## config.mk

```make
export PLATFORM = sky130hd
export DESIGN_NAME = alu32
export DESIGN_NICKNAME = d
export VERILOG_FILES = /design/src/cpu_isa_pkg.sv /design/src/alu32.sv
export SDC_FILE = /design/constraint.sdc
export NUM_CORES = 1
export LEC_CHECK = 0
export ABC_AREA = 1
export BUFFER_PORTS_ARGS = -buffer_cell sky130_fd_sc_hd__buf_4
export CAP_MARGIN = 0
export CORE_MARGIN = 5
export CORE_UTILIZATION = 45
export DETAILED_ROUTE_END_ITERATION = 16
export MAX_ROUTING_LAYER = met4
export PLACE_DENSITY = 0.69
export SLEW_MARGIN = 15
export SYNTH_ARGS = -nofsm -noshare
export SYNTH_HDL_FRONTEND = slang
export SYNTH_SLANG_ARGS = --single-unit
```

## constraint.sdc

```tcl
create_clock -name vclk -period 5.92
set_clock_uncertainty 0.2 [all_clocks]
set_input_delay 1.776 -clock vclk [all_inputs]
set_output_delay 1.776 -clock vclk [all_outputs]
set_load 0.005 [all_outputs]
```

## src/cpu_isa_pkg.sv

```systemverilog
package cpu_isa_pkg;

  localparam int data_w     = 32;
  localparam int reg_addr_w = 5;

  ////////////////////
  // Instruction fields
  ////////////////////
  localparam int op_w   = 6;
  localparam int sub_w  = 5;
  localparam int imm_w  = 15;
  localparam int op_lsb = 26;
  localparam int rt_lsb = 21;
  localparam int ra_lsb = 16;
  localparam int rb_lsb = 11;

  // Major opcode in bits 31 to 26
  typedef enum logic [op_w-1:0] {
    op_lwi  = 6'b000010,
    op_swi  = 6'b001010,
    op_alu  = 6'b100000,
    op_addi = 6'b101000,
    op_ori  = 6'b101100
  } opcode_e;

  typedef enum logic [sub_w-1:0] {
    sub_add = 5'b00000,
    sub_sub = 5'b00001,
    sub_and = 5'b00010,
    sub_xor = 5'b00011,
    sub_or  = 5'b00100
  } sub_op_e; // Only decoded when opcode is op_alu

endpackage

```

## src/alu32.sv

```systemverilog
`timescale 1ns/1ns

module alu32 (
  input  cpu_isa_pkg::opcode_e            op,
  input  cpu_isa_pkg::sub_op_e            sub_op,
  input  logic [cpu_isa_pkg::data_w-1:0]  src1,
  input  logic [cpu_isa_pkg::data_w-1:0]  src2,
  input  logic [cpu_isa_pkg::data_w-1:0]  imm,
  output logic [cpu_isa_pkg::data_w-1:0]  result
);
  import cpu_isa_pkg::*;

  logic [data_w-1:0] operand2;

  // Only register-type operations use the second register
  assign operand2 = (op == op_alu) ? src2 : imm;

  always_comb begin
    result = '0;
    case (op)
      op_alu: begin
        case (sub_op)
          sub_add: result = src1 + operand2;
          sub_sub: result = src1 - operand2;
          sub_and: result = src1 & operand2;
          sub_or:  result = src1 | operand2;
          sub_xor: result = src1 ^ operand2;
          default: result = '0;
        endcase
      end
      op_addi, op_lwi, op_swi: result = src1 + operand2; // Loads and stores form the address here
      op_ori:  result = src1 | operand2;
      default: result = '0;
    endcase
  end

endmodule

```

# == Word-level counts from Yosys, hierarchy flattened ==
# Cells that the tools add are included.
# classes
addsub,2
multipliers,0
div_mod_pow,0
magnitude_cmp,0
eq_ne,9
shifts,0
mux,3
n_bitwise,3
reduce_logical,2
# op_table
op,n
$pmux 32 s5,1
$pmux 32 s3,1
$add 32x32->32,1
$and 32x32->32,1
$mux 32,1
$or 32x32->32,1
$sub 32x32->32,1
$xor 32x32->32,1
$eq 6x6->1 const B,3
$eq 5x2->1 const B,2
$eq 6x2->1 const B,1
$eq 6x4->1 const B,1
$eq 5x1->1 const B,1
$eq 5x3->1 const B,1
$logic_not 5->1,1
$reduce_or 3->1,1
# totals
reg_bits,0
latch_bits,0
mem_bits_rw,0
romBits,0
inputBits,107
output_inout_bits,32
memories,0

# == Longest topological paths before layout ==
# logic_depth
depth_word,5
depth_mapped,24
ltp_nobuf,21

# == Worst setup path after synthesis ==
# No wires, ideal clock.
# synth_path
path_type,input-to-output
startpoint,input op[1]
endpoint,output result[30] (netlist name)
arrival_time_ns,4.342
slack_ns,-0.398
path_stages,20
path_buffers,2
cell_sequence,nor2_1 nand3_2 clkbuf_1 clkbuf_1 o21ai_0 ha_1 inv_1 fa_1 nor2_2 nor2_4 o21ai_2 nand2_1 nand2_1 nand2_1 nand2_1 nand2_1 nand3_1 nand2_1 inv_1 nand2_1
# synth_via
elab_chain_len,5
word_cells_on_any_way,14
cone_classes,add/sub (2); eq/ne (5); mux (3); bitwise (3); reduce/logical (1)
# synth_lines
item,line,rtl
start: declaration,alu32.sv:4,"input cpu_isa_pkg::opcode_e op,"
$eq 6x6->1,"alu32.sv:16, alu32.sv:20",
$mux 32,alu32.sv:16,assign operand2 = (op == op_alu) ? src2 : imm;
"$sub 32x32->32, or another cell as far along",alu32.sv:24,sub_sub: result = src1 - operand2;
$pmux 32 s5,alu32.sv:22,case (sub_op)
$pmux 32 s3 (*),alu32.sv:20,case (op)
end: declaration,alu32.sv:9,output logic [cpu_isa_pkg::data_w-1:0] result
# Every way passes the cells marked *; elsewhere a longest branch is shown, timed or not.

# == Final worst setup path ==
# layout_path
startpoint,input op[5]
endpoint,output result[29] (netlist name)
# Same word-level chain as after synthesis.

==> qor.txt <==
Data required, critical path: 3.94 ns
First-pass GRT wire length: 61920 um
Setup TNS: -17.30 ns
Routed len/inst: 20.71 um
Final nets: 2150
Arrival @ worst endpoint: 4.75 ns
Initial DRT Pass Iterations: 7
Post-route ant nets: 0
Largest net degree at the start of global routing: 33
Sequential area share after synthesis: 0%
Port Buffers: 139
Layout cells sized above 1: 52.34%
Vias per cell: 5.849
Worst Hold Class: input pin to output pin
Final hold violation count: 0
Chip height: 138.9 um
Crit Path Max Fanout: 6
Area growth, synth to finish: 86.53%
Final WL: 44820 um
Syn Nets: 1703
Critical setup path kind: input pin to output pin
Most common cell after layout, fill and taps aside: buf_4
Number of global-route vias before repair: 11800
FF/Latch Area: 0 um^2
Worst Slack Setup Final: -0.8061 ns
Setup crit end kind: output pin
Synth unique cells: 39
Seq_cells: 0
Cell area after synthesis: 7478 um^2
Final setup violation count: 30
Most frequent cells in the layout: buf_4, nand2_1, inv_1, nand2_2, nand3_1
Routability Congestion: 1.031
Initial antenna violation count: 0
Worst path bufs/invs: 10
Initial Utilization: 45.42%
CP dominant cell by count: nand2_1
Synthesized instance count: 1498
Yosys top cell by area: nand2_1
Worst slew pin tran: 0.5773 ns
Synth warn: 0
Max Cap Viol: 0
Max-slew headroom: 61.27%
Clock buffers: 0
DIE AREA: 19300 um^2
Average size of a mapped cell: 4.992 um^2
1st-iter DRT viols: 1760
RSZ-0062 raised after global routing: yes
Ports: 139
Grt total ovfl: 0
Status: finished, violations left
Top-area cell type share of the netlist area: 22.84%
Detailed-route via count: 12660
Delay-heaviest family, CP: buffers and inverters
Overall global routing resource usage: 40.53%
Util after Layout: 84.72%
Fin. max-slew vios: 0
Core region area: 16470 um^2
Tcrit/Tclk final: 113.6%
CP peak stage delay: 0.25 ns
Hold Slack: 3.940 ns
Dpl hpwl: 28490 um
Final min period: 6.726 ns
# hold bufs at CTS: 0
Row count: 47
Synth top area cells: nand2_1, inv_1, ha_1, nand3_1, nor2_1
DR DRC count: 0
Critical Path Start Type: input pin
Post-Place Cells: 2091
Failing checks: negative setup slack
Slowest cell on the critical path: inv_1
Die W: 138.9 um
Fin cells: 2164
Fmax achieved: 0.1487 GHz
Filler cells: 1030
final cells by class:
class                           count  area (um^2)  share of cell area [%]
Multi-Input combinational cell   1121         8298                   59.49
Antenna cell                        1        2.502                 0.01794
Inverter                          328         1264                   9.059
Timing Repair Buffer              494         4110                   29.46
Tap cell                          220        275.3                   1.973
metrics by stage:
| step | worst slack [ns] | area (um^2) |
|---|---|---|
| after CTS | -0.4403 | 13170 |
| after global routing | -0.9004 | 13950 |
| final | -0.8061 | 13950 |
| after global placement | -0.7648 | 10760 |
| after floorplan | -0.01098 | 7565 |
| after detailed placement | -0.8133 | 10760 |
synth_stat cells, drive strengths merged, types with 3 or more instances:
cell and n:
or2 15, ha 96, nand2 461, nand3b 3
nand3 136, nor3 13, inv 326, clkbuf 12
nand4 20, a211oi 3, o21bai 11, a21oi 84
nor2 134, o211ai 5, a221oi 6, xor2 9
buf 37, o221ai 3, o22ai 25, o21ai 88
and2 3
worst min-delay path: stages:
cell and delay [ns]:
buf_4 0.12, inv_1 0.09, ha_4 0.14, o211ai_1 0.09, buf_4 0.15
kinds of logic after synthesis:
logic type / share of synthesized area, %
adder cells (fa/ha/maj): 16.60
XOR/XNOR: 1.171
buffers and inverters: 20.29
AND/OR/NAND/NOR: 44.76
AO/OA/AOI/OAI: 17.18
layer usage:
metal | GRT usage, % | vias to the layer above | part of all wire [%]
li1 | - | 5572 | -
met1 | 51.58 | 5684 | 37
met2 | 62.75 | 1047 | 42
met3 | 7.966 | 355 | 13
met4 | 17.04 | 0 | 7.9
met5 | - | - | 0
final timing paths:
path                  from         end  slack [ns]  cells after the start
setup / recovery     op[5]  result[29]       -0.81                     26
hold / removal    src1[10]  result[10]        3.94                      5
timing repair:
action                                  CTS  global route
pin swaps                               124            93
endpoints found under the setup margin   30            31
hold endpoints to repair                  0             0
buffers inserted                         56            18
gates cloned                              3             0
gates resized for setup                 535           176
