File: src/cpu_ctrl_pkg.sv
package cpu_ctrl_pkg;

  typedef enum logic [1:0] {
    ld_idle,
    ld_read,
    ld_write
  } load_state_e;

  typedef enum logic [2:0] {
    ex_idle,
    ex_fetch,
    ex_decode,
    ex_execute,
    ex_mem,
    ex_write
  } exec_state_e;

  localparam int cycle_w = 64;
  localparam int ins_w   = 32;

endpackage

File: src/rom_loader.sv
`timescale 1ns/1ns

module rom_loader #(
  parameter int im_addr_w  = 10,
  parameter int rom_addr_w = 8
) (
  input  logic                  clk,
  input  logic                  rst,
  input  logic                  system_enable,
  input  logic                  run_active,
  input  logic [32:0]           rom_out,
  output logic                  rom_enable,
  output logic                  rom_read,
  output logic [rom_addr_w-1:0] rom_address,
  output logic                  im_write,
  output logic [im_addr_w-1:0]  im_waddr,
  output logic [31:0]           im_wdata,
  output logic                  load_done,
  output logic [im_addr_w:0]    total_ir
);
  import cpu_ctrl_pkg::*;

  load_state_e        state;
  logic [im_addr_w:0] word_cnt;
  logic               eop;

  assign eop        = rom_out[32]; // Set on the last word of the program
  assign rom_enable = (state == ld_read);
  assign rom_read   = (state == ld_read);
  assign im_write   = (state == ld_write);
  assign im_waddr   = word_cnt[im_addr_w-1:0];
  assign im_wdata   = rom_out[31:0];

  always_ff @(posedge clk) begin
    if (rst) begin
      state       <= ld_idle;
      rom_address <= '0;
      word_cnt    <= '0;
      load_done   <= 1'b0;
      total_ir    <= '0;
    end else begin
      load_done <= 1'b0;
      case (state)
        ld_idle: begin
          // A new load would overwrite the program still being run
          if (system_enable && !run_active && !load_done) begin
            rom_address <= '0;
            word_cnt    <= '0;
            state       <= ld_read;
          end
        end
        ld_read: state <= ld_write; // ROM data shows up next cycle
        ld_write: begin
          if (eop) begin
            load_done <= 1'b1;
            total_ir  <= word_cnt + 1'b1;
            state     <= ld_idle;
          end else begin
            rom_address <= rom_address + 1'b1;
            word_cnt    <= word_cnt + 1'b1;
            state       <= ld_read;
          end
        end
        default: state <= ld_idle;
      endcase
    end
  end

endmodule

File: config.mk
export PLATFORM = sky130hd
export DESIGN_NAME = rom_loader
export DESIGN_NICKNAME = d
export VERILOG_FILES = /design/src/cpu_ctrl_pkg.sv /design/src/rom_loader.sv
export SDC_FILE = /design/constraint.sdc
export NUM_CORES = 1
export LEC_CHECK = 0
export BUFFER_PORTS_ARGS = -buffer_cell sky130_fd_sc_hd__buf_2
export CORE_ASPECT_RATIO = 1.75
export CORE_MARGIN = 10
export CORE_UTILIZATION = 35
export CTS_BUF_LIST = sky130_fd_sc_hd__clkbuf_16
export DETAILED_ROUTE_END_ITERATION = 16
export PLACE_DENSITY = 0.72
export SLEW_MARGIN = 20
export SYNTH_ARGS = -nofsm -noshare
export SYNTH_HDL_FRONTEND = slang
export SYNTH_SLANG_ARGS = --single-unit
File: constraint.sdc
create_clock -name clk -period 1.4 [get_ports clk]
set_input_delay 0.35 -clock clk [delete_from_list [all_inputs] [get_ports clk]]
set_output_delay 0.35 -clock clk [all_outputs]
set_load 0.02 [all_outputs]
Word level (Yosys, flattened, before mapping)
Index checks and enable logic that the tools add are counted.
{"block": "classes", "n_mux": 10, "n_eq_ne": 4, "n_bitwise": 1, "n_reduce_logical": 9, "add_sub_neg": 2, "shift": 0, "div_mod_pow": 0, "mul": 0, "order_cmp": 0}
{"cell": "two-way mux 11 bit", "count": 2}
{"cell": "one-hot mux 11 bit (2 select lines)", "count": 1}
{"cell": "two-way mux 8 bit", "count": 2}
{"cell": "one-hot mux 8 bit (2 select lines)", "count": 1}
{"cell": "adder 11 x 1 -> 11 bit (second input constant)", "count": 1}
{"cell": "adder 8 x 1 -> 8 bit (second input constant)", "count": 1}
{"cell": "one-hot mux 2 bit (3 select lines)", "count": 1}
{"cell": "!= test 2 bit (second input constant)", "count": 2}
{"cell": "AND reduction 3 bit", "count": 1}
{"cell": "== test 2 x 1 -> 1 bit (second input constant)", "count": 1}
{"cell": "== test 2 bit (second input constant)", "count": 1}
{"cell": "logical AND 1 bit", "count": 2}
{"cell": "logical NOT 1 bit", "count": 2}
{"cell": "logical NOT 2 bit", "count": 1}
{"cell": "two-way mux 1 bit", "count": 2}
{"cell": "two-way mux 2 bit", "count": 1}
{"cell": "AND reduction 2 bit", "count": 1}
{"cell": "nonzero test 2 bit", "count": 1}
{"cell": "OR reduction 2 bit", "count": 1}
{"cell": "inverter 1 bit", "count": 1}
{"block": "word_totals", "word_cells": 31, "out_inout_bits": 65, "regBits": 33, "memories": 0, "rom_bits": 0, "ramBits": 0, "latchBits": 0}

Logic depth before layout (Yosys ltp)
Gate-level depths: netlist (run 1).
{"block": "logic_depth", "depth_word": 5, "mapped_depth": 6}

Worst setup path before layout (run 1)
OpenSTA, ideal clock, no wires.
{"block": "synth_path", "path_type": "register to register", "start": "reg state[1]", "end": "reg total_ir[1]", "path_slack_ns": -0.109, "t_required_ns": 1.329, "t_arrival_ns": 1.438, "synth_period_minus_slack_ns": 1.509, "stages_incl_launch_ff": 7, "n_path_buf": 2, "cell_sequence": "dfxtp_1 -> nor2b_1 -> and2_1 -> buf_2 -> buf_2 -> nand2_1 -> a21oi_1"}
{"block": "synth_between", "elab_chain_cells": 2}
{"element": "from (decl)", "line": "rom_loader.sv:23", "source": "load_state_e state;"}
{"element": "from (signal assigned)", "line": "rom_loader.sv:36", "source": "state <= ld_idle;"}
{"element": "from (signal assigned)", "line": "rom_loader.sv:49", "source": "state <= ld_read;"}
{"element": "from (signal assigned)", "line": "rom_loader.sv:52", "source": "ld_read: state <= ld_write;"}
{"element": "== test 2 bit"}
{"element": "net im_write", "line": "rom_loader.sv:15", "source": "output logic im_write,"}
{"element": "AND reduction 2 bit (no line)"}
{"element": "to (signal assigned)", "line": "rom_loader.sv:56", "source": "total_ir <= word_cnt + 1'b1;"}
{"element": "to (decl)", "line": "rom_loader.sv:19", "source": "output logic [im_addr_w:0] total_ir"}
The timed path passes the listed nets, and every way through them passes these cells.
A chain may end at the register's enable or synchronous reset.

Worst setup path after layout (run 1)
{"block": "layout_path", "start": "reg load_done", "end": "reg word_cnt[3]"}
{"block": "layout_between", "elab_chain_cells": 4}
{"element": "from (decl)", "line": "rom_loader.sv:18", "source": "output logic load_done,"}
{"element": "from (signal assigned)", "line": "rom_loader.sv:39", "source": "load_done <= 1'b0;"}
{"element": "from (signal assigned)", "line": "rom_loader.sv:42", "source": "load_done <= 1'b0;"}
{"element": "from (signal assigned)", "line": "rom_loader.sv:55", "source": "load_done <= 1'b1;"}
{"element": "logical NOT 1 bit", "line": "rom_loader.sv:46", "source": "if (system_enable && !run_active && !load_done) begin"}
{"element": "logical AND 1 bit", "line": "rom_loader.sv:46"}
{"element": "!= test 2 bit (no line)"}
{"element": "AND reduction 3 bit (no line)"}
{"element": "to (signal assigned)", "line": "rom_loader.sv:60", "source": "word_cnt <= word_cnt + 1'b1;"}
{"element": "to (decl)", "line": "rom_loader.sv:24", "source": "logic [im_addr_w:0] word_cnt;"}
No other way between the ends.

==> summary.md, run 1 <==
| Metric | Value |
|---|---|
| GR Overflow Total | 0 |
| DR WL/cell | 15.3 um |
| RSZ-0062 raised after global routing | true |
| Relative slew margins | 79.0% |
| Final ANT Viol Nets | 0 |
| First-pass GRT wire length | 6930 um |
| Synth Flop Type | dfxtp_1 |
| Sw Ratio | 21.6% |
| Fmax | ~0.7 GHz |
| CP dominant cell by count | a21oi_2 |
| WP data required | 1.55 ns |
| Dpl hpwl | 3080 um |
| CTS Buffer Depth | 2 |
| Worst setup path category | reg -> reg |
| CTS tree | done |
| Worst Setup End Kind | flip-flop |
| Ant. Diodes | 0 |
| Std cell rows | 34 |
| Nets | 271 |
| Family with the most delay on the worst path | compound AO/OA/AOI/OAI gates |
| Crit-path max cell delay | around 0.33 ns |
| Post-Route Setup TNS | -0.130 ns |
| Final hold violations | 0 |
| Synthesis-to-finish area growth | 20.6% |
| Synth Area per Inst | 8.40 sq um |
| Seq/Total Area, Yosys | 36.6% |
| Antenna violations before repair | 0 |
| Max-slew violations | 0 |
| DP Cell Count | around 270 |
| Clk sinks | 33 |
| Max_cap viols | 0 |
| Post-Syn Nets | 254 |
| Drt pass-1 iters | 4 |
| FF+latch count, synth | 33 |
| Synth Cell Area | 0.00181 sq mm |
| Die area | 0.00854 sq mm |
| FILL cells | 500 |
| Finished Core Util | 43.7% |
| Die W | ~74 um |
| GRT Util Overall | 10.2% |
| Std-Cell Core Area | 0.00498 sq mm |
| Worst VDD drop | around 590 uV |
| Crit path DAT | 1.58 ns |
| CP startpoint kind | flip-flop |
| Met1 Use GR | 9.71% |
| Status | complete, but fails checks |
| Grt peak-use layer | met2 |
| Met2 Use GR | 17.0% |
| Worst-Margin Slew | 0.315 ns |
| Critical-path maximum fanout | 11 |
| H-tree levels | 2 |
| Logic pwr share | 8.1% |
| Min cycle time layout | 1.43 ns |
| Clk_skew | 0.00264 ns |
| Starting density of the core | 36.3% |
| DR iter-0 viols | 61 |
| Root Buffer Master | clkbuf_16 |
| Ports | 102 |
| Vias | 1470 |
| Vias in the first global route | around 1400 |
| Post-Layout Cell Count | 286 |
| Int Pwr | 0.00166 W |
| Die span in y | 115 um |
| Synth warn | 0 |
| Failing checks | setup timing |
| Ys async rst share | 0% |
| # setup viols final | 7 |
| Global routing met3 resource utilization | under 10% |
| Slowest stage cell, crit path | dfxtp_2 |
| Final WL | 4380 um |
| CTS Buf Count | 5 |
| Post-Syn Instances | around 220 |
| Placer congestion estimate | 0.837 |
| Layout cells sized above 1 | 40.9% |
| Static leakage power | ~0.92 nW |
| Final setup margin | -0.0261 ns |
| Sw Pwr | 0.000457 W |
| Clock group share of total power | a little under half |
| Pin count of the biggest net entering global routing | 29 |
| Buf/Inv on CP | 2 |
| Pwr Density | between 900 and 1000 mW/mm^2 |
| Worst-path clk slew | 0.05 ns |
| EDFF count, synth | 0 |
| Synth cell types | 34 |
| Period utilization | 102% |
| Post-route DRC violation count | 0 |
| Vias per std cell | 5.14 |
| Sequential Power Share | 45.1% |
| Clock Latency Late Sink | 0.27 ns |
| Worst Hold Class | in -> reg |
| Input/output buffers | 37 |
| Worst path cell trace | nor3b_4 -> a21oi_2 -> buf_12 -> buf_4 -> o21ai_0 -> a21oi_2 |
## power by group through the flow
stage / registers, W / logic (W) / clock network, W
global placement: 0.000977 / 0.000128 / 0
detailed placement: 0.000977 / 0.000130 / 0
finish: 0.000957 / 0.000172 / 0.000992
CTS: 0.000957 / 0.000138 / 0.00101
global route: 0.000957 / 0.000184 / 0.00106
floorplan: 0.000986 / 0.000200 / 0
## layout make-up
class / instances / area [sq um] / area share [%]
clock buffer: 5 / 125 / 5.75
sequential: 33 / 676 / 31.0
multi-input combinational: 125 / 830 / 38.1
clock inverter: 2 / 7.51 / 0.345
inverter: 1 / 3.75 / 0.172
timing repair buffer: 66 / 468 / 21.5
tap: 54 / 67.6 / 3.10
## routing by layer
metal,vias up,wire [um]
met5,-,0
met4,0,271
met3,25,328
met2,33,2250
met1,675,1530
li1,737,-
## through the flow
step	setup slack, ns	power [W]	hold WS (ns)	instance area, sq um
4_1_cts	-0.0317	0.00211	0.427	2040
6_report	-0.0261	0.00212	0.430	2180
3_5_place_dp	-0.191	0.00111	0.460	1880
2_1_floorplan	-0.0159	0.00119	0.491	1830
5_1_grt	-0.0667	0.00221	0.449	2180
3_3_place_gp	-0.170	0.00110	0.444	1880
## flip-flops by register name, indices dropped and copies added, names as in the netlist
| register | flops |
|---|---|
| total_ir | 11 |
| load_done | 1 |
| state | 2 |
| word_cnt | 11 |
| rom_address | 8 |
## Yosys cell counts, types with 2 or more instances
cell	n	area, sq um
or3_1	7	43.8
and2_1	2	12.5
nor2_1	22	82.6
nand3_1	7	35.0
dfxtp_1	33	661
xor2_1	8	70.1
a22oi_1	2	15.0
buf_2	5	25.0
a21oi_1	14	70.1
o21ai_0	6	30.0
nand4_1	4	25.0
clkbuf_1	8	30.0
nand2_1	11	41.3
or4_1	4	30.0
a31oi_1	4	25.0
and4_1	2	17.5
nor2b_1	3	18.8
nand3b_1	2	15.0
a211oi_1	10	75.1
o211ai_1	3	22.5
o31ai_1	2	15.0
buf_4	43	323
ha_1	2	25.0
## worst min-delay path, stage by stage
cell	delay, ns
buf_2	0.10
a21oi_1	0.07
o211ai_1	0.08
nand2_1	0.05
## final timing paths
check | from | endpoint | slack, ns | cells after the start
worst max-delay path | load_done$_SDFF_PP0_ | word_cnt[3]$_SDFFE_PP0P_ | -0.03 | 6
worst min-delay path | rst | rom_address[4]$_SDFFE_PP0P_ | 0.43 | 4
worst max register to register | load_done$_SDFF_PP0_ | word_cnt[3]$_SDFFE_PP0P_ | -0.03 | 6
worst min register to register | total_ir[1]$_SDFFE_PP0P_ | total_ir[1]$_SDFFE_PP0P_ | 0.47 | 2
## layout by cell type (no fill, tap or decap), types with 3 or more instances in the layout
cell type,n
nand3_1,7
nand2_1,10
or4_1,3
a211oi_1,9
o211ai_1,3
dfxtp_1,25
o21ai_0,5
or3_1,7
buf_6,4
clkbuf_16,6
buf_4,25
a21oi_1,11
buf_2,34
a31oi_1,4
nor2_1,21
nand4_1,4
a21oi_2,4
dfxtp_2,6
xor2_1,8
## what timing repair did
action / 4_1_cts / 5_1_grt
endpoints found under the setup margin: 11 / 23
buffers inserted: 0 / 6
hold buffers: 0 / 0
gates resized for setup: 11 / 20
cloned: 0 / 1
pin swaps: 1 / 5
## logic make-up (layout without fill, tap and decap cells)
family | after synthesis | in the layout | synth area share [%]
buffers and inverters | 57 | 74 | 21.1
xor gates and xnor gates | 9 | 9 | 4.37
DFF | 33 | 33 | 36.6
AOI/OAI and AO/OA | 45 | 45 | 15.9
and+or+nand+nor | 69 | 69 | 20.7
adders and majority gates | 2 | 2 | 1.39
Power figures use the tool's default switching activity.
==> run 2, diff against run 1 <==
Settings changed: RECOVER_POWER from default to 100.
==> run 2 against run 1 <==
Effect of this change:
- the flow still finishes with violations (setup timing)
- utilization stayed put
- sequential power hardly changed
- final cell count stayed put
- setup slack better by 0.0058 ns
- hold slack stayed put
==> summary.md, run 2 (synthesis results as in run 1) <==
| Metric | Value |
|---|---|
| Worst setup path category | reg -> out |
| CTS Buffer Depth | 2 (unchanged) |
| Logic pwr share | 8.1% (about the same) |
| Crit path DAT | 1.07 ns (-0.51 ns) |
| Ports | 102 (unchanged) |
| Max-slew violations | 0 (unchanged) |
| Regs by FF count | total_ir (11), word_cnt (11), rom_address (8) |
| Max_cap viols | 0 (unchanged) |
| Placer congestion estimate | 0.837 (unchanged) |
| GR Overflow Total | 0 (unchanged) |
| Worst-path clk slew | 0.05 ns (about the same) |
| Die span in y | 115 um (unchanged) |
| Min cycle time layout | 1.42 ns (-0.00584 ns) |
| Period utilization | 101% (-0.42 points) |
| Input/output buffers | 37 (unchanged) |
| RSZ-0062 raised after global routing | true |
| GRT Util Overall | 10.2% (unchanged) |
| Final Power | 0.00212 W (about the same) |
| Std cell rows | 34 (unchanged) |
| # setup viols final | 6 (-1) |
| Worst-Margin Slew | 0.315 ns (unchanged) |
| CTS tree | done |
| First-pass GRT wire length | 6930 um (unchanged) |
| Root Buffer Master | clkbuf_16 |
| Sw Ratio | 21.6% (about the same) |
| Final WL | 4380 um (unchanged) |
| Worst VDD drop | 589 uV (unchanged) |
| Clock Latency Late Sink | 0.27 ns (about the same) |
| DR WL/cell | 15.3 um (unchanged) |
| Vias in the first global route | 1446 (unchanged) |
| WP data required | 1.05 ns (-0.50 ns) |
| Post-route DRC violation count | 0 (unchanged) |
| Dpl hpwl | 3080 um (unchanged) |
| Worst Setup End Kind | primary output |
| CTS Buf Count | 5 (unchanged) |
| DR iter-0 viols | 61 (unchanged) |
| Nets | 271 (unchanged) |
| Pwr Density | 974 mW/mm^2 (about the same) |
| Antenna violations before repair | 0 (unchanged) |
| Clock group share of total power | 46.7% (about the same) |
| H-tree levels | 2 (unchanged) |
| Vias | 1468 (-0.14%) |
| CP startpoint kind | flip-flop |
| Layout cells sized above 1 | 40.9% (unchanged) |
| FILL cells | 500 (unchanged) |
| Ant. Diodes | 0 (unchanged) |
| Synthesis-to-finish area growth | 20.6% (unchanged) |
| Status | complete, but fails checks |
| Relative slew margins | 79.0% (unchanged) |
| Final hold violations | 0 (unchanged) |
| Sequential Power Share | 45.1% (about the same) |
| Std-Cell Core Area | 0.00498 sq mm (unchanged) |
| Die area | 0.00854 sq mm (unchanged) |
| Vias per std cell | 5.13 (-0.14%) |
| Critical-path maximum fanout | 4 (-7) |
| Int Pwr | 0.00166 W (unchanged) |
| Worst Hold Class | in -> reg |
| Die W | 74.3 um (unchanged) |
| Failing checks | setup timing |
| Pin count of the biggest net entering global routing | 29 (unchanged) |
| Starting density of the core | 36.3% (unchanged) |
| Clk sinks | 33 (unchanged) |
| Fmax | 0.704 GHz (+0.41%) |
| Commonest non-fill, non-tap cells in the layout | buf_2, buf_4, dfxtp_1 |
| WHS | 0.430 ns (unchanged) |
| Drt pass-1 iters | 4 (unchanged) |
| Static leakage power | 0.919 nW (unchanged) |
| Clk_skew | 0.00264 ns (unchanged) |
| Final ANT Viol Nets | 0 (unchanged) |
| Sw Pwr | 0.000457 W (about the same) |
| DP Worst Slack | -0.191 ns (unchanged) |
| Commonest non-fill, non-tap cell in the layout | buf_2 |
| Final setup margin | -0.0203 ns (+0.00584 ns) |
-- run 2: cell counts in the layout (fill, tap and decap cells not counted) --
No cell type changed its count.
-- run 2: power by group through the flow --
stage | logic [W] | registers (W) | clock network, W
floorplan | 0.000200 | 0.000986 | 0
global placement | 0.000128 | 0.000977 | 0
detailed placement | 0.000130 | 0.000977 | 0
CTS | 0.000138 | 0.000957 | 0.00101
global route | 0.000184 | 0.000957 | 0.00106
finish | 0.000172 | 0.000957 | 0.000992
-- run 2: stage by stage --
stage	setup TNS (ns)	utilization (%)	std cells	area, sq um
after floorplan	-0.0159	-	215	1830
after global placement	-1.42	37.8	272	1880
after detailed placement	-1.68	37.8	272	1880
after CTS	-0.0821	41.1	279	2040
after global routing	-0.580	43.7	286	2180
final	-0.0946	43.7	286	2180
-- run 2: repair_timing --
| item | 4_1_cts | 5_1_grt |
|---|---|---|
| endpoints found under the hold margin | 0 | 0 |
| endpoints found under the setup margin | 11 | 23 |
| pin swaps | 1 | 5 |
| setup buffers | 0 | 6 |
| hold buffers | 0 | 0 |
| gates cloned | 0 | 1 |
| gates resized for setup | 11 | 20 |
-- run 2: cell type report --
class	instances	area, sq um	area share [%]
clock buffer	5	125	5.75
clock inverter	2	7.51	0.345
inverter	1	3.75	0.172
multi-input combinational	125	830	38.1
sequential	33	676	31.0
tap	54	67.6	3.10
timing repair buffer	66	468	21.5
-- run 2: per-layer routing --
| layer | up-vias | share of wire [%] | global-route usage, % |
|---|---|---|---|
| met1 | 673 | 35 | 9.71 |
| met3 | 25 | 7.5 | 3.45 |
| met5 | - | 0 | 0 |
| li1 | 737 | - | - |
| met4 | 0 | 6.2 | 8.70 |
| met2 | 33 | 51 | 17.0 |
-- run 2: path summary, 6_finish.rpt --
path,from,to,slack [ns],cells after the start
setup / recovery,state[0]$_SDFFE_PP0P_,rom_enable,-0.02,3
hold / removal,rst,rom_address[4]$_SDFFE_PP0P_,0.43,4
setup reg to reg,load_done$_SDFF_PP0_,word_cnt[3]$_SDFFE_PP0P_,-0.02,6
hold reg to reg,total_ir[1]$_SDFFE_PP0P_,total_ir[1]$_SDFFE_PP0P_,0.47,2
-- run 2: critical path, cell delays in order, from the launching register on --
cell     delay [ns]
dfxtp_4        0.38
buf_6          0.11
nor2b_4        0.17
buf_6          0.13
