<file path="config.mk">
export PLATFORM = sky130hd
export DESIGN_NAME = ir_controller
export DESIGN_NICKNAME = d
export VERILOG_FILES = /design/src/cpu_ctrl_pkg.sv /design/src/cpu_isa_pkg.sv /design/src/ir_controller.sv
export SDC_FILE = /design/constraint.sdc
export NUM_CORES = 1
export LEC_CHECK = 0
export ABC_AREA = 1
export BUFFER_PORTS_ARGS = -buffer_cell sky130_fd_sc_hd__buf_2
export CORE_AREA = 2 2 187 189
export CTS_BUF_LIST = sky130_fd_sc_hd__clkbuf_8
export DETAILED_ROUTE_END_ITERATION = 8
export DIE_AREA = 0 0 189 191
export GPL_ROUTABILITY_DRIVEN = 0
export SETUP_SLACK_MARGIN = 0.4
export SKIP_LAST_GASP = 1
export SLEW_MARGIN = 5
export SYNTH_ARGS = -nofsm -noshare
export SYNTH_HDL_FRONTEND = slang
export SYNTH_SLANG_ARGS = --single-unit
</file>
<file path="constraint.sdc">
create_clock -name clk -period 3 [get_ports clk]
set_input_delay 0.6 -clock clk [delete_from_list [all_inputs] [get_ports clk]]
set_output_delay 0.6 -clock clk [all_outputs]
set_load 0.03 [all_outputs]
</file>
<file path="src/cpu_ctrl_pkg.sv">
package cpu_ctrl_pkg;

  typedef enum logic [1:0] {
    ld_idle,
    ld_read,
    ld_write
  } load_state_e;

  typedef enum logic [2:0] {
    ex_idle,
    ex_fetch,
    ex_decode,
    ex_execute,
    ex_mem,
    ex_write
  } exec_state_e;

  localparam int cycle_w = 64;
  localparam int ins_w   = 32;

endpackage

</file>
<file path="src/cpu_isa_pkg.sv">
package cpu_isa_pkg;

  localparam int data_w     = 32;
  localparam int reg_addr_w = 5;

  ////////////////////
  // Instruction fields
  ////////////////////
  localparam int op_w   = 6;
  localparam int sub_w  = 5;
  localparam int imm_w  = 15;
  localparam int op_lsb = 26;
  localparam int rt_lsb = 21;
  localparam int ra_lsb = 16;
  localparam int rb_lsb = 11;

  // Major opcode in bits 31 to 26
  typedef enum logic [op_w-1:0] {
    op_lwi  = 6'b000010,
    op_swi  = 6'b001010,
    op_alu  = 6'b100000,
    op_addi = 6'b101000,
    op_ori  = 6'b101100
  } opcode_e;

  typedef enum logic [sub_w-1:0] {
    sub_add = 5'b00000,
    sub_sub = 5'b00001,
    sub_and = 5'b00010,
    sub_xor = 5'b00011,
    sub_or  = 5'b00100
  } sub_op_e; // Only decoded when opcode is op_alu

endpackage

</file>
<file path="src/ir_controller.sv">
`timescale 1ns/1ns

module ir_controller #(
  parameter int im_addr_w = 10,
  parameter int dm_addr_w = 12
) (
  input  logic                                clk,
  input  logic                                rst,
  input  logic                                system_enable,
  input  logic                                load_done,
  input  logic [im_addr_w:0]                  total_ir,
  input  logic [cpu_isa_pkg::data_w-1:0]      im_rdata,
  input  logic [cpu_isa_pkg::data_w-1:0]      read_data1,
  input  logic [cpu_isa_pkg::data_w-1:0]      read_data2,
  input  logic [cpu_isa_pkg::data_w-1:0]      alu_result,
  input  logic [cpu_isa_pkg::data_w-1:0]      dm_out,
  output logic                                im_read,
  output logic [im_addr_w-1:0]                im_raddr,
  output logic [cpu_isa_pkg::reg_addr_w-1:0]  reg_raddr1,
  output logic [cpu_isa_pkg::reg_addr_w-1:0]  reg_raddr2,
  output logic                                reg_write,
  output logic [cpu_isa_pkg::reg_addr_w-1:0]  reg_waddr,
  output logic [cpu_isa_pkg::data_w-1:0]      reg_wdata,
  output cpu_isa_pkg::opcode_e                alu_op,
  output cpu_isa_pkg::sub_op_e                alu_sub_op,
  output logic [cpu_isa_pkg::data_w-1:0]      alu_src1,
  output logic [cpu_isa_pkg::data_w-1:0]      alu_src2,
  output logic [cpu_isa_pkg::data_w-1:0]      alu_imm,
  output logic                                dm_enable,
  output logic                                dm_read,
  output logic                                dm_write,
  output logic [dm_addr_w-1:0]                dm_address,
  output logic [cpu_isa_pkg::data_w-1:0]      dm_in,
  output logic [cpu_ctrl_pkg::cycle_w-1:0]    cycle_cnt,
  output logic [cpu_ctrl_pkg::ins_w-1:0]      ins_cnt,
  output logic                                run_active,
  output logic                                done
);
  import cpu_isa_pkg::*;
  import cpu_ctrl_pkg::*;

  exec_state_e           state;
  logic [im_addr_w-1:0]  pc;
  logic [data_w-1:0]     ir;
  logic [data_w-1:0]     alu_q;
  opcode_e               op;
  logic [imm_w-1:0]      imm;
  logic                  is_mem;

  ////////////////////
  // Decode
  ////////////////////
  assign op         = opcode_e'(ir[op_lsb +: op_w]);
  assign imm        = ir[imm_w-1:0];
  assign is_mem     = (op == op_lwi) || (op == op_swi);
  assign alu_op     = op;
  assign alu_sub_op = sub_op_e'(ir[sub_w-1:0]);
  assign alu_imm    = (op == op_ori) ? {{(data_w-imm_w){1'b0}}, imm}
                                     : {{(data_w-imm_w){imm[imm_w-1]}}, imm};
  assign alu_src1   = read_data1;
  assign alu_src2   = read_data2;

  assign reg_raddr1 = ir[ra_lsb +: reg_addr_w];
  // A store reads its data register through the second port
  assign reg_raddr2 = (op == op_swi) ? ir[rt_lsb +: reg_addr_w] : ir[rb_lsb +: reg_addr_w];
  assign reg_waddr  = ir[rt_lsb +: reg_addr_w];
  assign reg_wdata  = (op == op_lwi) ? dm_out : alu_q;
  assign reg_write  = (state == ex_write) && (op != op_swi);

  assign im_read    = (state == ex_fetch);
  assign im_raddr   = pc;
  assign dm_enable  = (state == ex_mem) && is_mem;
  assign dm_read    = (state == ex_mem) && (op == op_lwi);
  assign dm_write   = (state == ex_mem) && (op == op_swi);
  assign dm_address = alu_q[dm_addr_w-1:0];
  assign dm_in      = read_data2;
  assign run_active = (state != ex_idle);

  always_ff @(posedge clk) begin
    if (rst) begin
      cycle_cnt <= '0;
    end else begin
      cycle_cnt <= cycle_cnt + 1'b1;
    end
  end

  always_ff @(posedge clk) begin
    if (rst) begin
      state   <= ex_idle;
      pc      <= '0;
      ins_cnt <= '0;
      done    <= 1'b0;
    end else begin
      case (state)
        ex_idle: begin
          if (system_enable) done <= 1'b0;
          if (load_done) begin
            pc      <= '0;
            ins_cnt <= '0;
            state   <= ex_fetch;
          end
        end
        ex_fetch:   state <= ex_decode;
        ex_decode:  state <= ex_execute;
        ex_execute: state <= ex_mem;
        ex_mem:     state <= ex_write;
        ex_write: begin
          ins_cnt <= ins_cnt + 1'b1;
          pc      <= pc + 1'b1;
          if (ins_cnt + 1'b1 == ins_w'(total_ir)) begin
            done  <= 1'b1;
            state <= ex_idle;
          end else begin
            state <= ex_fetch;
          end
        end
        default: state <= ex_idle;
      endcase
    end
  end

  // The instruction register loads in decode and the ALU result in execute
  always_ff @(posedge clk) begin
    if (state == ex_decode) ir <= im_rdata;
    if (state == ex_execute) alu_q <= alu_result; // Address or writeback value
  end

endmodule

</file>
* Word-level counts from Yosys, hierarchy flattened *
Cells that the tools add are included.

operators by class
  equality and inequality tests = 13
  multiplexer cells = 13
  add/sub/neg operators = 3
  reductions and logical operators = 10

operators by type and width
  cell                   number
  $mux 32                3
  $add 64x1->64 const B  1
  $pmux 32 s2            1
  $add 32x1->32 const B  1
  $eq 32x11->1           1
  $pmux 10 s2            1
  $pmux 3 s6             1
  $add 10x1->10 const B  1
  $mux 10                1
  $eq 3x2->1 const B     2
  $eq 3x3->1 const B     2
  $eq 6x2->1 const B     1
  $eq 6x4->1 const B     1
  $eq 6x6->1 const B     1
  $ne 6x4->1 const B     1
  $mux 5                 1
  $logic_and 1x1->1      4
  $ne 2x2->1 const B     2
  $eq 3x1->1 const B     1
  $logic_not 3->1        1
  $mux 1                 3
  $mux 3                 1
  $reduce_and 3->1       1
  $reduce_bool 3->1      1
  5 further kinds        5

word-level totals
  output and inout bits = 311
  input port bits = 175
  logic and storage cells = 46
  register bits = 174

* Logic depth before layout (Yosys ltp) *
Gate-level depths: netlist (run 1).

  word-level depth = 4
  gate-level depth with buffers = 15
  gate-level depth less buffers = 15

* Least setup slack after synthesis (run 1) *
OpenSTA, ideal clock, no wires.

  path type = reg2reg
  start = register state[1]
  end = register ir[0], enable pin
  stages on the path, launching flop included = 3
  period minus slack after synthesis = 3171 ps
  required time = 2536 ps
  slack = -171 ps
  arrival time = 2708 ps
  cell sequence = dfxtp_1 > inv_1 > nor3_1

between the ends
  cells in the longest elaborated chain, start to end = 1

ends and longest elaborated chain
  element                 line                  source
  start, declared         ir_controller.sv:42   exec_state_e state;
  start signal, assigned  ir_controller.sv:89   state <= ex_idle;
  start signal, assigned  ir_controller.sv:100  state <= ex_fetch;
  start signal, assigned  ir_controller.sv:103  ex_fetch: state <= ex_decode;
  $eq 3x2->1              ir_controller.sv:124  if (state == ex_decode) ir <= im_rdata;
  end signal, assigned    ir_controller.sv:124
  end, declared           ir_controller.sv:44   logic [data_w-1:0] ir;

Every way passes these cells.
A chain may end at the register's enable or synchronous reset.

* Final worst setup path (run 1) *
  start = register ir[31]
  end = output reg_wdata[9] (netlist name)

between the ends
  cells in the longest elaborated chain, start to end = 2

ends and longest elaborated chain
  element        line                 source
  $eq 6x2->1     ir_controller.sv:67  assign reg_wdata = (op == op_lwi) ? dm_out : alu_q;
  $mux 32        ir_controller.sv:67
  end, declared  ir_controller.sv:23  output logic [cpu_isa_pkg::data_w-1:0] reg_wdata,

Every way passes these cells.

==> key figures, run 1 <==
Status
  • Status: completed

Synth
  • Post-synth EDFFs: 64
  • Synthesized flop and latch total: between 150 and 200
  • Post-synthesis sequential area ratio: about two fifths
  • Distinct cells, synth: 47
  • Synth Area per Inst: 7.75 µm²
  • Ys async rst share: 0%
  • Yosys top cell by area: dfxtp_1
  • Cell Area, Synth: between 10000 and 15000 µm²
  • Syn Nets: around 1500
  • Cells after Synth: ~1300
  • Top-area cell type share of the netlist area: 21.2%
  • Top FF cell, synth: dfxtp_1
  • Yosys warns: 0
  • Synth area leaders: dfxtp_1 21%, edfxtp_1 18%, buf_4 12%

Floorplan
  • DIE AREA: 36100 µm²
  • Core ar.: between 30000 and 40000 µm²
  • Initial Util: between 30% and 40%
  • Placement Rows: ~70
  • Die X: 189 µm
  • I/O pin count: 486
  • Die Y-Extent: between 150 and 200 µm

CTS
  • Htree depth: 4
  • Max Root-Sink Buffers: 2
  • Clock-pin transition on the worst setup and hold timing paths: roughly 0.11 ns
  • Hold buffers post-CTS: 0
  • Clk Latency, worst-skew pair: ~0.48 ns
  • Num CTS Buffers: 17
  • CTS tree: yes
  • Clock Tree Root: clkbuf_8
  • Clk sink count: between 150 and 200

Detailed routing
  • Vias per cell: around 4.7
  • Routed wire length: 33.5 mm
  • DR vias: around 9400
  • WL/cell: approximately 17 µm
  • DR iter-0 viols: between 500 and 600
  • DRT antenna net count: 0
  • DRC: 0
  • Pre-antenna DRT Iters: 7

Worst setup path
  • Critical setup path kind: reg -> out
  • CP Data Required Time: approximately 2.4 ns
  • Arrival time of the worst setup path: just under 2 ns
  • Crit. End Element: output pin
  • Type of origin of the critical path: flop
  • CP Max Fanout: 34

Final layout
  • Layout Nets: between 1500 and 2000
  • Final instance area: 11800 µm²
  • Layout fillers: between 3000 and 4000
  • Fraction of layout cells with a size suffix above 1: a little under a third
  • Area grow syn2layout: 13.7%
  • Seq. cell area: 4120 µm²
  • Commonest non-fill, non-tap cell in the layout: buf_2
  • Commonest non-fill, non-tap cells in the layout: 321 x buf_2, 289 x nand2_1, 145 x inv_1
  • Multi-input logic area: around 4400 µm²

STA
  • Final setup skew: about 0.021 ns
  • Final Hold Viols: 0
  • Worst-margin pin slew: between 1 and 1.5 ns
  • Maximum clock rate: 390 MHz
  • Tcrit/Tclk final: a little under nine tenths
  • Slew Limit Fails: 0
  • Relative slew slack: approximately a third
  • Setup tns final: 0 ns
  • RSZ-0062 raised after global routing: yes
  • Setup violators final: 0
  • Final min period: around 2.6 ns

Global route
  • Initial antenna violation count: 4
  • First-pass GRT wire length: approximately 50 mm
  • Gr ovfl total: 0
  • GR Util All Layers: between 10% and 20%
  • Largest net degree at the start of global routing: 44
  • Vias in the first global route: approximately 8600

Placed design
  • Port buffer count: 325
  • Detailed placement HPWL: about 27 mm
  • Placed Area: between 10000 and 15000 µm²

Power
  • PwrDens: slightly below 400 nW/µm²
  • Peak VDD IR: around 0.26 mV
  • Leak Pwr: between 4 and 5 nW

Flow run
  • Maximum capacitance violations: 0

Worst hold path
  • Hold Crit Class: in -> reg
==> metal layers <==
metal  wire [µm]  track usage, %  up-vias
met5          27               0        -
met4         947            6.73        4
met3        3400            6.92       67
met2       14800            27.0      399
met1       14400            23.5     4325
li1            -               -     4567
==> synthesized netlist by cell type, types with 3 or more instances <==
cell type,n
ha_1,3
a21oi_1,63
nor2_4,14
nand3_2,9
nor4_1,10
dfxtp_1,110
nor3b_1,7
inv_1,146
edfxtp_1,64
nand3b_1,5
a221oi_1,3
inv_2,10
nor2_1,136
o21ai_0,17
nand4_1,37
mux2_2,32
nand2_4,4
nand3_1,67
a211oi_1,3
nor2_2,15
nor3_1,48
clkbuf_1,20
o21a_1,5
xor2_1,17
buf_4,160
nand2_2,7
nor3_2,6
xnor2_1,8
nand2_1,291
or2_2,4
==> worst max-delay path, cell delays in order, from the launching register on <==
cell,delay [ns]
edfxtp_1,0.45
nor2_2,0.16
nand4_1,0.15
buf_12,0.21
mux2_2,0.30
buf_2,0.18
==> kinds of logic (layout without fill, tap and decap cells) <==
| family | after synthesis | after routing | share of synthesized area [%] |
|---|---|---|---|
| AND/OR/NAND/NOR | 671 | 671 | 31.2 |
| buffers and inverters | 339 | 522 | 18.0 |
| flip-flops | 174 | 174 | 39.7 |
| AO/OA/AOI/OAI | 98 | 98 | 5.18 |
| multiplexers | 32 | 32 | 3.47 |
| XOR/XNOR | 25 | 25 | 2.11 |
| adder cells (fa/ha/maj) | 3 | 3 | 0.361 |
| other | 0 | 2 | 0 |
==> stage by stage <==
stage | hold WS (ns) | worst slack, ns | power [mW] | std cells | utilization, %
finish | 0.279 | 0.433 | 4.68 | 1982 | 34.7
global route | 0.225 | 0.300 | 4.89 | 1981 | 34.6
CTS | 0.227 | 0.398 | 4.76 | 1979 | 34.6
detailed placement | 0.473 | 0.757 | 3.10 | 1946 | 33.4
global placement | 0.463 | 0.770 | 3.09 | 1946 | 33.4
floorplan | 0.486 | 0.747 | 3.17 | 1342 | -
==> sequential cells by signal, summed over array words and instances, names as in the netlist <==
register	count
done	1
cycle_cnt	64
alu_q	32
ins_cnt	32
im_raddr	10
state	3
ir	32
==> power breakdown <==
| group | switching (mW) | leakage [nW] | internal (mW) | total, mW |
|---|---|---|---|---|
| sequential | 0.0375 | 1.47 | 2.51 | 2.54 |
| clock | 1.02 | 0.193 | 0.617 | 1.63 |
| combinational | 0.353 | 3.24 | 0.146 | 0.499 |
| total | 1.41 | 4.90 | 3.27 | 4.68 |
==> worst paths after layout <==
| kind | start | to | slack, ns | depth (start not counted) |
|---|---|---|---|---|
| worst max-delay path | ir[31] | reg_wdata[9] | 0.43 | 5 |
| worst min-delay path | alu_result[19] | alu_q[19] | 0.28 | 1 |
| worst max register to register | cycle_cnt[0] | cycle_cnt[48] | 0.73 | 14 |
| worst min register to register | cycle_cnt[0] | cycle_cnt[0] | 0.49 | 1 |
==> what timing repair did <==
| item | 4_1_cts | 5_1_grt |
|---|---|---|
| pin swaps | 0 | 1 |
| buffers inserted | 1 | 1 |
| endpoints found under the setup margin | 38 | 39 |
| resized for setup | 4 | 8 |
==> area by class of cell <==
class / count / share of cell area, %
Antenna cell: 2 / 0.0423
Tap cell: 455 / 4.81
Sequential cell: 174 / 34.9
Timing Repair Buffer: 333 / 14.5
Clock buffer: 17 / 1.98
Inverter: 157 / 5.03
Multi-Input combinational cell: 829 / 37.5
Clock inverter: 15 / 1.29
No activity file was read; power rests on OpenSTA's default activity.
==> inputs of run 2 (changes only) <==
Settings changed: RECOVER_POWER set to 25.
==> key figures, run 2 (synthesized netlist as in run 1, its figures left out) <==
Status
  • Status: completed

Floorplan
  • I/O pin count: 486 (unchanged)
  • Die Y-Extent: 191 µm (unchanged)
  • Die X: 189 µm (unchanged)
  • DIE AREA: 36100 µm² (unchanged)
  • Initial Util: 30.5% (unchanged)
  • Placement Rows: 68 (unchanged)
  • Core ar.: 34100 µm² (unchanged)

Final layout
  • Final instance area: 11800 µm² (-0.21%)
  • Largest register FFs: 64 (unchanged)
  • Multi-input logic area: 4410 µm² (-0.40%)
  • Commonest non-fill, non-tap cells in the layout: 315 x buf_2, 289 x nand2_1, 145 x inv_1
  • Top reg by flops: cycle_cnt
  • Fraction of layout cells with a size suffix above 1: 31.0% (-0.59 points)
  • Seq. cell area: 4120 µm² (unchanged)
  • Layout Nets: 1690 (unchanged)
  • Commonest non-fill, non-tap cell in the layout: buf_2
  • Layout fillers: 3619 (-0.028%)
  • Area grow syn2layout: 13.5%

Detailed routing
  • DR iter-0 viols: 548 (-0.18%)
  • DR vias: 9380 (+0.19%)
  • Pre-antenna DRT Iters: 5 (-2)
  • Vias per cell: 4.73 (+0.19%)
  • DRC: 0 (unchanged)
  • Routed wire length: 33.4 mm (-0.30%)
  • DRT antenna net count: 0 (unchanged)
  • WL/cell: 16.9 µm (-0.30%)

Worst setup path
  • Crit. End Element: output pin
  • Critical setup path kind: reg -> out
  • CP Max Fanout: 34 (unchanged)
  • Worst r2r dst: cycle_cnt[48]
  • Reg-to-reg slack, setup: 0.69 ns (-0.04 ns)
  • Type of origin of the critical path: flop
  • CP Data Required Time: 2.40 ns (about the same)
  • R2R cell count: 14 (unchanged)
  • Arrival time of the worst setup path: 1.97 ns (about the same)
  • Worst r2r src: cycle_cnt[0]

STA
  • Final setup skew: 0.0200 ns (-0.000945 ns)
  • Slew Limit Fails: 0 (unchanged)
  • Maximum clock rate: 390 MHz (about the same)
  • RSZ-0062 raised after global routing: yes
  • Hold slack: 0.279 ns (+0.000228 ns)
  • Setup tns final: 0 ns (unchanged)
  • Relative slew slack: 30.5% (-1.2 points)
  • Setup violators final: 0 (unchanged)
  • Tcrit/Tclk final: 85.5% (about the same)
  • Worst-margin pin slew: 1.04 ns (+0.0179 ns)
  • Final min period: 2.57 ns (-0.00216 ns)
  • Final Hold Viols: 0 (unchanged)

CTS
  • Clock-pin transition on the worst setup and hold timing paths: 0.11 ns (about the same)
  • CTS tree: yes
  • Max Root-Sink Buffers: 2 (unchanged)
  • Htree depth: 4 (unchanged)
  • Clk Latency, worst-skew pair: 0.48 ns (about the same)
  • Clk sink count: 174 (unchanged)
  • Hold buffers post-CTS: 0 (unchanged)
  • Num CTS Buffers: 17 (unchanged)
  • Clock Tree Root: clkbuf_8

Worst hold path
  • Hold Crit Class: in -> reg
  • Min-delay src: alu_result[19]
  • WHS Endpoint: alu_q[19]
  • Hold Path Stages: 1 (unchanged)

Placed design
  • Port buffer count: 325 (unchanged)
  • Placed Area: 11400 µm² (unchanged)
  • Detailed placement HPWL: 26.8 mm (unchanged)

Global route
  • Largest net degree at the start of global routing: 44 (unchanged)
  • GR Util All Layers: 18.1% (unchanged)
  • Vias in the first global route: 8570 (unchanged)
  • First-pass GRT wire length: 49.7 mm (unchanged)
  • Gr ovfl total: 0 (unchanged)
  • Initial antenna violation count: 4 (unchanged)

Power
  • Peak VDD IR: 0.256 mV (-0.22%)
  • Clock Power Share: 34.9% (about the same)
  • Logic pwr share: 10.7% (about the same)
  • PwrDens: 396 nW/µm² (+0.15%)
  • Internal power: 3.27 mW (about the same)
  • Final Power: 4.67 mW (about the same)
  • Register share of total power: 54.4% (about the same)
  • Leak Pwr: 4.88 nW (-0.34%)
  • P_sw: 1.40 mW (-0.12%)
  • Switch share: 30.1% (about the same)

Flow run
  • Maximum capacitance violations: 0 (unchanged)
[run 2: area by class of cell]
cell class	count	area share (%)
Multi-Input combinational cell	829	37.4
Inverter	157	5.04
Clock buffer	17	1.98
Antenna cell	2	0.0424
Sequential cell	174	35.0
Clock inverter	15	1.29
Timing Repair Buffer	333	14.5
Tap cell	455	4.83
[run 2: metrics by stage]
step | cells | setup WS (ns) | utilization [%]
finish | 1982 | 0.435 | 34.6
global route | 1981 | 0.300 | 34.6
CTS | 1979 | 0.398 | 34.6
detailed placement | 1946 | 0.757 | 33.4
global placement | 1946 | 0.770 | 33.4
floorplan | 1342 | 0.747 | -
[run 2: critical path, stage by stage (launching register included)]
cell and delay (ns):
edfxtp_1 0.45, nor2_2 0.16, nand4_1 0.15, buf_12 0.21, mux2_2 0.30, buf_2 0.18
[run 2: what timing repair did]
item | CTS | global route
buffers inserted | 1 | 1
pin swaps | 0 | 1
setup endpoints to repair | 38 | 39
gates resized for setup | 4 | 8
[run 2: worst max-delay path by stage]
| stage | from | end | slack, ns | depth (start not counted) |
|---|---|---|---|---|
| 2_1_floorplan | state[1] | alu_q[0] | 0.75 | 2 |
| 3_3_place_gp | cycle_cnt[0] | cycle_cnt[62] | 0.77 | 9 |
| 3_5_place_dp | cycle_cnt[0] | cycle_cnt[62] | 0.76 | 9 |
| 4_1_cts | ir[27] | reg_wdata[9] | 0.40 | 6 |
| 5_1_grt | ir[27] | reg_wdata[9] | 0.30 | 6 |
| 6_report | ir[31] | reg_wdata[7] | 0.43 | 5 |
[run 2: power by group through the flow]
stage,sequential (mW),clock (mW),combinational [mW]
3_5_place_dp,2.60,0,0.499
5_1_grt,2.55,1.80,0.534
6_report,2.54,1.63,0.498
3_3_place_gp,2.60,0,0.497
2_1_floorplan,2.59,0,0.585
4_1_cts,2.54,1.71,0.503
[run 2: metal layers]
metal	part of all wire [%]	track usage (%)	vias up
met5	0.072	0	-
li1	-	-	4562
met1	43	23.5	4343
met4	2.9	6.73	4
met3	10	6.92	71
met2	44	27.0	400
